--- src/bus_pkg.sv ---
`default_nettype none

package bus_pkg;

	// ======================================================================
	// Memory bus
	// ======================================================================

	// Data word on the CPU port and on the bus
	typedef logic [31:0] word_t;

	// Byte address, always word aligned
	typedef logic [31:0] addr_t;

endpackage

`default_nettype wire

--- src/dcache_pkg.sv ---
`default_nettype none

package dcache_pkg;

	// ======================================================================
	// Cache line layout
	// ======================================================================

	// {data[63:32], word address[31:2], dirty, valid}
	typedef logic [63:0] line_t;

	// Word address stored in place of a tag
	typedef logic [29:0] waddr_t;

	localparam int LINE_VALID_BIT = 0;
	localparam int LINE_DIRTY_BIT = 1;

	// Controller states
	typedef enum logic [3:0] {
		INITIALIZE,
		IDLE,
		FLUSH_SETUP,
		FLUSH_CHECK,
		FLUSH_WRITE,
		PASS_THROUGH,
		WRITE_SETUP,
		WRITE_WAIT,
		READ_SETUP,
		READ_WB_WAIT,
		READ_BUS_WAIT
	} dcache_state_t;

endpackage

`default_nettype wire

--- src/cache_bram.sv ---
`timescale 1ns/1ps
`default_nettype none

module cache_bram #(
	parameter int ADDR_BITS = 4,
	parameter int WIDTH = 64
) (
	input  logic                 i_clock,
	input  logic                 i_write,
	input  logic [ADDR_BITS-1:0] i_address,
	input  logic [WIDTH-1:0]     i_wdata,
	output logic [WIDTH-1:0]     o_rdata
);

	localparam int DEPTH = 1 << ADDR_BITS;

	logic [WIDTH-1:0] mem [DEPTH];

	// Read returns the old contents when the same entry is written
	always_ff @(posedge i_clock) begin
		if (i_write) begin
			mem[i_address] <= i_wdata;
		end
		o_rdata <= mem[i_address];
	end

endmodule

`default_nettype wire

--- src/dcache.sv ---
`timescale 1ns/1ps
`default_nettype none

module dcache
	import bus_pkg::*, dcache_pkg::*;
#(
	parameter int INDEX_BITS = 4
) (
	input  logic  i_clock,
	input  logic  i_rst_n,

	// CPU side
	input  logic  i_request,
	input  logic  i_rw,
	input  logic  i_flush,
	input  logic  i_cacheable,
	input  addr_t i_address,
	input  word_t i_wdata,
	output logic  o_ready,
	output word_t o_rdata,

	// Memory bus
	output logic  o_bus_request,
	output logic  o_bus_rw,
	output addr_t o_bus_address,
	output word_t o_bus_wdata,
	input  logic  i_bus_ready,
	input  word_t i_bus_rdata
);

	// One past the last line, reached by the sweep counter
	localparam logic [INDEX_BITS:0] SWEEP_END = {1'b1, {INDEX_BITS{1'b0}}};

	dcache_state_t state;
	dcache_state_t state_next;

	logic [INDEX_BITS:0] sweep;
	logic [INDEX_BITS:0] sweep_next;

	logic                  cache_write;
	logic [INDEX_BITS-1:0] cache_index;
	line_t                 cache_wdata;
	line_t                 cache_rdata;

	logic   entry_valid;
	logic   entry_dirty;
	waddr_t entry_waddr;
	word_t  entry_data;
	addr_t  entry_address;
	waddr_t req_waddr;
	logic   entry_hit;

	function automatic line_t make_line(input word_t data, input waddr_t waddr,
			input logic dirty);
		make_line = {data, waddr, dirty, 1'b1};
	endfunction

	// Entry comes back one cycle after the index is presented
	cache_bram #(
		.ADDR_BITS(INDEX_BITS),
		.WIDTH($bits(line_t))
	) u_lines (
		.i_clock(i_clock),
		.i_write(cache_write),
		.i_address(cache_index),
		.i_wdata(cache_wdata),
		.o_rdata(cache_rdata)
	);

	assign entry_valid = cache_rdata[LINE_VALID_BIT];
	assign entry_dirty = cache_rdata[LINE_DIRTY_BIT];
	assign entry_waddr = cache_rdata[31:2];
	assign entry_data = cache_rdata[63:32];
	assign entry_address = {entry_waddr, 2'b00};
	assign req_waddr = i_address[31:2];
	assign entry_hit = entry_valid && (entry_waddr == req_waddr);

	always_ff @(posedge i_clock) begin
		if (!i_rst_n) begin
			state <= INITIALIZE;
			sweep <= '0;
		end else begin
			state <= state_next;
			sweep <= sweep_next;
		end
	end

	always_comb begin
		state_next = state;
		sweep_next = sweep;

		o_ready = 1'b0;
		o_rdata = '0;
		o_bus_request = 1'b0;
		o_bus_rw = 1'b0;
		o_bus_address = '0;
		o_bus_wdata = '0;

		cache_write = 1'b0;
		cache_wdata = '0;
		cache_index = i_address[INDEX_BITS+1:2];

		case (state)
			// ==============================================================
			// Startup and request decode
			// ==============================================================
			INITIALIZE: begin
				// Invalidate one line per cycle
				cache_write = 1'b1;
				cache_index = sweep[INDEX_BITS-1:0];
				if (sweep[INDEX_BITS-1:0] == '1) begin
					sweep_next = '0;
					state_next = IDLE;
				end else begin
					sweep_next = sweep + 1'b1;
				end
			end

			IDLE: begin
				if (i_request) begin
					if (i_flush) begin
						sweep_next = '0;
						state_next = FLUSH_SETUP;
					end else if (i_cacheable) begin
						state_next = i_rw ? WRITE_SETUP : READ_SETUP;
					end else begin
						// Uncached access starts on the bus right away
						o_bus_request = 1'b1;
						o_bus_rw = i_rw;
						o_bus_address = i_address;
						o_bus_wdata = i_wdata;
						state_next = PASS_THROUGH;
					end
				end
			end

			PASS_THROUGH: begin
				o_bus_request = 1'b1;
				o_bus_rw = i_rw;
				o_bus_address = i_address;
				o_bus_wdata = i_wdata;
				o_rdata = i_bus_rdata;
				if (i_bus_ready) begin
					o_ready = 1'b1;
					state_next = IDLE;
				end
			end

			// ==============================================================
			// Flush
			// ==============================================================
			FLUSH_SETUP: begin
				cache_index = sweep[INDEX_BITS-1:0];
				if (sweep < SWEEP_END) begin
					state_next = FLUSH_CHECK;
				end else begin
					sweep_next = '0;
					o_ready = 1'b1;
					state_next = IDLE;
				end
			end

			FLUSH_CHECK: begin
				cache_index = sweep[INDEX_BITS-1:0];
				if (entry_dirty) begin
					o_bus_request = 1'b1;
					o_bus_rw = 1'b1;
					o_bus_address = entry_address;
					o_bus_wdata = entry_data;
					state_next = FLUSH_WRITE;
				end else begin
					sweep_next = sweep + 1'b1;
					state_next = FLUSH_SETUP;
				end
			end

			FLUSH_WRITE: begin
				cache_index = sweep[INDEX_BITS-1:0];
				o_bus_request = 1'b1;
				o_bus_rw = 1'b1;
				o_bus_address = entry_address;
				o_bus_wdata = entry_data;
				if (i_bus_ready) begin
					// Line stays valid, now clean
					cache_write = 1'b1;
					cache_wdata = make_line(entry_data, entry_waddr, 1'b0);
					sweep_next = sweep + 1'b1;
					state_next = FLUSH_SETUP;
				end
			end

			// ==============================================================
			// Cached write
			// ==============================================================
			WRITE_SETUP: begin
				if (entry_dirty && (entry_waddr != req_waddr)) begin
					o_bus_request = 1'b1;
					o_bus_rw = 1'b1;
					o_bus_address = entry_address;
					o_bus_wdata = entry_data;
					state_next = WRITE_WAIT;
				end else begin
					cache_write = 1'b1;
					cache_wdata = make_line(i_wdata, req_waddr, 1'b1);
					o_ready = 1'b1;
					state_next = IDLE;
				end
			end

			WRITE_WAIT: begin
				o_bus_request = 1'b1;
				o_bus_rw = 1'b1;
				o_bus_address = entry_address;
				o_bus_wdata = entry_data;
				if (i_bus_ready) begin
					cache_write = 1'b1;
					cache_wdata = make_line(i_wdata, req_waddr, 1'b1);
					o_ready = 1'b1;
					state_next = IDLE;
				end
			end

			// ==============================================================
			// Cached read
			// ==============================================================
			READ_SETUP: begin
				o_rdata = entry_data;
				if (entry_hit) begin
					o_ready = 1'b1;
					state_next = IDLE;
				end else if (entry_dirty) begin
					o_bus_request = 1'b1;
					o_bus_rw = 1'b1;
					o_bus_address = entry_address;
					o_bus_wdata = entry_data;
					state_next = READ_WB_WAIT;
				end else begin
					o_bus_request = 1'b1;
					o_bus_address = i_address;
					state_next = READ_BUS_WAIT;
				end
			end

			// Victim goes out before the refill
			READ_WB_WAIT: begin
				o_bus_request = 1'b1;
				o_bus_rw = 1'b1;
				o_bus_address = entry_address;
				o_bus_wdata = entry_data;
				if (i_bus_ready) begin
					state_next = READ_BUS_WAIT;
				end
			end

			READ_BUS_WAIT: begin
				o_bus_request = 1'b1;
				o_bus_address = i_address;
				o_rdata = i_bus_rdata;
				if (i_bus_ready) begin
					cache_write = 1'b1;
					cache_wdata = make_line(i_bus_rdata, req_waddr, 1'b0);
					o_ready = 1'b1;
					state_next = IDLE;
				end
			end

			default: begin
				state_next = INITIALIZE;
				sweep_next = '0;
			end
		endcase
	end

endmodule

`default_nettype wire

--- config.mk ---
export PLATFORM = sky130hd
export DESIGN_NAME = dcache
export DESIGN_NICKNAME = d
export VERILOG_FILES = /design/src/bus_pkg.sv /design/src/dcache_pkg.sv /design/src/cache_bram.sv /design/src/dcache.sv
export SDC_FILE = /design/constraint.sdc
export NUM_CORES = 1
export LEC_CHECK = 0
export BUFFER_PORTS_ARGS = -buffer_cell sky130_fd_sc_hd__clkbuf_2
export CAP_MARGIN = 15
export CORE_ASPECT_RATIO = 1.25
export CORE_MARGIN = 2
export CORE_UTILIZATION = 61
export CTS_CLUSTER_DIAMETER = 80
export CTS_CLUSTER_SIZE = 25
export DETAILED_ROUTE_END_ITERATION = 10
export GPL_TIMING_DRIVEN = 0
export PLACE_DENSITY_LB_ADDON = 0.25
export SETUP_SLACK_MARGIN = 0.2
export SYNTH_ARGS = -nofsm -noshare
export SYNTH_HDL_FRONTEND = slang
export SYNTH_SLANG_ARGS = --single-unit
--- constraint.sdc ---
create_clock -name i_clock -period 8.2 [get_ports i_clock]
set_clock_uncertainty 0.05 [all_clocks]
set_input_delay 0.41 -clock i_clock [delete_from_list [all_inputs] [get_ports i_clock]]
set_output_delay 0.41 -clock i_clock [all_outputs]
set_load 0.1 [all_outputs]
==> impl_metrics.py <==
metrics = {
    "synthesis": {
        "yosysSeqAreaShare_pct": 74.3,
        "synth_top_area_share_pct": 70.9,
        "syn_area_mm2": 0.0434,
        "netlist-cell-type-count": 50,
        "synth_area_leader_cell": "edfxtp_1",
        "ys_seq_elements": 1097,
        "synth-main-ff-cell": "edfxtp_1",
        "async_flop_share_pct": 0,
        "synth_top_family_by_area": "multiplexers",
        "synth.avg_cell_area_um2": 17.1,
        "synthXorXnorAreaFrac_pct": 0.626,
        "synth_fa_ha_area_share_pct": 0.0577,
        "synthTopCellsByCount": "edfxtp_1, mux2i_1, o22ai_1",
        "yosysMostFrequentCell": "edfxtp_1",
        "synth_nets": 2645,
        "syn-instance-count": 2540,
        "synthSimpleGateAreaFrac_pct": 2.63,
        "synth_edf_count": 1024,
        "synthMuxAreaShare_pct": 12.0,
        "ys_warn_count": 0,
        "synth_area_leaders": "edfxtp_1, mux2i_1, o22ai_1, dfxtp_1, a22o_1",
        "synth-compound-area-share_pct": 8.05,
    },
    "cts": {
        "cts_max_path_buffers": 3,
        "cts_tree": "built",
        "htreeDepth": 2,
        "cts-root-buf": "clkbuf_16",
        "cts_resized": 0,
        "cts_setup_buffers": 0,
        "cts_buffers": 49,
        "clock_latency_ps": 640,
        "holdBufCountCts": 0,
        "cts.sinks": 1097,
        "clkTransAtPathRegs_ps": 100,
    },
    "timing": {
        "relSlewSlack_pct": 14.7,
        "post-route-period-util_pct": 63.4,
        "worstMarginPinSlew_ps": 1270,
        "min_period_ps": 5200,
        "setup_viol": 0,
        "hold_viol": 0,
        "tns_ps": 0,
        "rsz0062_at_grt": "no",
        "layout_setup_ws_ps": 3000,
        "max_freq_ghz": 0.192,
        "maxSlewViolCount": 0,
    },
    "route": {
        "vias": 26500,
        "drc": 0,
        "wire_per_inst_um": 31.1,
        "viasPerCell": 6.73,
        "firstDrtPassIters": 6,
        "wirelength_mm": 122,
        "final_antenna_net_count": 0,
        "first_iter_violations": 3261,
    },
    "hold_path": {
        "hp-class": "in2reg",
        "holdPathStages": 2,
        "worstHoldStart": "i_rst_n",
    },
    "setup_path": {
        "ff2ff_path_depth": 10,
        "crit_path_top_delay_cell": "o311ai_4",
        "cp-startpoint": "u_lines.o_rdata[5]$_DFF_P_",
        "cp.required_ps": 7740,
        "worstSetupPathType": "reg2out",
        "r2r-end": "u_lines.mem[7][41]$_DFFE_PP_",
        "worst_setup_path_end_kind": "output port",
        "crit_family": "buffers and inverters",
        "crit_buf_inv": 2,
        "path_depth": 8,
        "crit_fanout": 10,
        "path_cells": "xor2_1 -> nor4_1 -> nand4_1 -> nor3_1 -> o311ai_4 -> clkbuf_1 -> a22o_1 -> clkbuf_2",
        "r2r_start": "u_lines.o_rdata[5]$_DFF_P_",
        "slowest_delay_ps": 860,
        "worstSetupEndpoint": "o_bus_address[12]",
        "reg2reg_setup_slack_ps": 3600,
        "crit_path_start_kind": "flop",
        "cp.arrival_ps": 4740,
    },
    "grt": {
        "gr-usage-all-layers_pct": 33.0,
        "grt_max_degree": 27,
        "grt_pass1_vias": 25800,
        "grt-ovfl-total": 0,
        "grt_pass1_wl_mm": 173,
        "antenna_found_initial": 4,
    },
    "job": {
        "max_cap_viol_count": 0,
    },
    "placement": {
        "gp_congestion": 0.903,
        "dpl_cell_area_mm2": 0.0474,
        "io_buffer_count": 201,
        "post-place-ws_ps": 3490,
        "dp.final_hpwl_mm": 84.7,
    },
    "power": {
        "p_leak_nw": 19.3,
        "ir_drop_mv": 0.151,
        "p_per_area_mw_per_mm2": 202,
    },
    "floorplanning": {
        "core_mm2": 0.0705,
        "start_util_pct": 61.5,
        "die_h_um": 302,
        "fp.dieW_um": 242,
        "placementRows": 109,
        "ios": 202,
        "die-area_mm2": 0.0733,
    },
    "final_layout": {
        "antennaDiodeCount": 0,
        "fin_nets": 3056,
        "fin_area_mm2": 0.0488,
        "synthToLayoutAreaGrowth_pct": 12.5,
        "nFillCells": 4521,
        "drive_above_1_share_pct": 16.9,
        "fin_util_pct": 69.2,
    },
    "run_status": {
        "status": "completed",
    },
}
-- registers in the layout, summed over array words and instances, names as in the netlist --
name / flops
u_lines.mem: 1024
u_lines.o_rdata: 64
sweep: 5
state: 4
-- through the flow --
stage	total power (W)	hold WS, ps	std cells
after floorplan	0.00682	409	2540
after global placement	0.00713	442	3684
after detailed placement	0.00716	460	3842
after CTS	0.00984	58.6	3933
after global routing	0.0101	73.0	3934
final	0.00986	81.7	3934
-- logic make-up (layout without fill, tap and decap cells) --
group	Yosys count	after routing
DFF	1097	1097
muxes	520	520
AOI/OAI and AO/OA	499	499
buffers and inverters	201	652
and+or+nand+nor	190	190
xor gates and xnor gates	31	31
adders and majority gates	2	2
-- layout by cell type, fill, tap and decap left out, types with 10 or more instances in the layout --
cell type | synthesis | routed
nor3_2 | 0 | 17
buf_4 | 2 | 17
a22o_1 | 95 | 95
or4_1 | 66 | 66
edfxtp_1 | 1024 | 1024
mux2i_1 | 517 | 517
nand2b_1 | 10 | 10
clkbuf_2 | 0 | 201
o22ai_1 | 258 | 258
buf_2 | 34 | 46
clkbuf_1 | 89 | 128
nor2_1 | 15 | 14
buf_6 | 28 | 144
o21ai_1 | 1 | 15
dfxtp_1 | 73 | 73
inv_1 | 38 | 38
nor4_1 | 14 | 13
nand2_1 | 25 | 25
a22oi_1 | 32 | 32
xor2_1 | 31 | 31
a21oi_1 | 11 | 11
o21ai_0 | 44 | 30
clkbuf_16 | 0 | 50
buf_8 | 0 | 15
a32o_1 | 31 | 31
-- routing by layer --
layer  vias to the layer above  wire length [µm]  GRT usage, %
met5                         -                13             0
met4                         2              6310          16.0
met3                       333             12900          6.21
met2                      1745             59300          55.1
met1                     13300             43700          42.2
li1                      11100                 -             -
-- layout make-up --
cell class              count  area, µm²  share of cell area [%]
flip-flops and latches   1097      32200                    66.0
multi-input cells        1242      10300                    21.0
repair buffers            360       2720                    5.58
clock buffers              89       1400                    2.86
well taps                 943       1180                    2.42
plain buffers             162        868                    1.78
inverters                  39        146                   0.300
clock inverters             2       21.3                  0.0436
-- worst min path at each step --
stage	endpoint
final	sweep[1]$_SDFFE_PN0P_
after global routing	sweep[4]$_SDFFE_PN0P_
after CTS	sweep[4]$_SDFFE_PN0P_
after detailed placement	sweep[4]$_SDFFE_PN0P_
after global placement	sweep[4]$_SDFFE_PN0P_
after floorplan	sweep[4]$_SDFFE_PN0P_
-- where the power goes --
group / internal, W / switching (W) / total (W) / leakage, nW
Sequential: 0.00621 / 0.000115 / 0.00632 / 11.1
Combinational: 0.000270 / 0.000464 / 0.000733 / 7.58
Clock: 0.00117 / 0.00163 / 0.00280 / 0.673
Power figures use the tool's default switching activity.
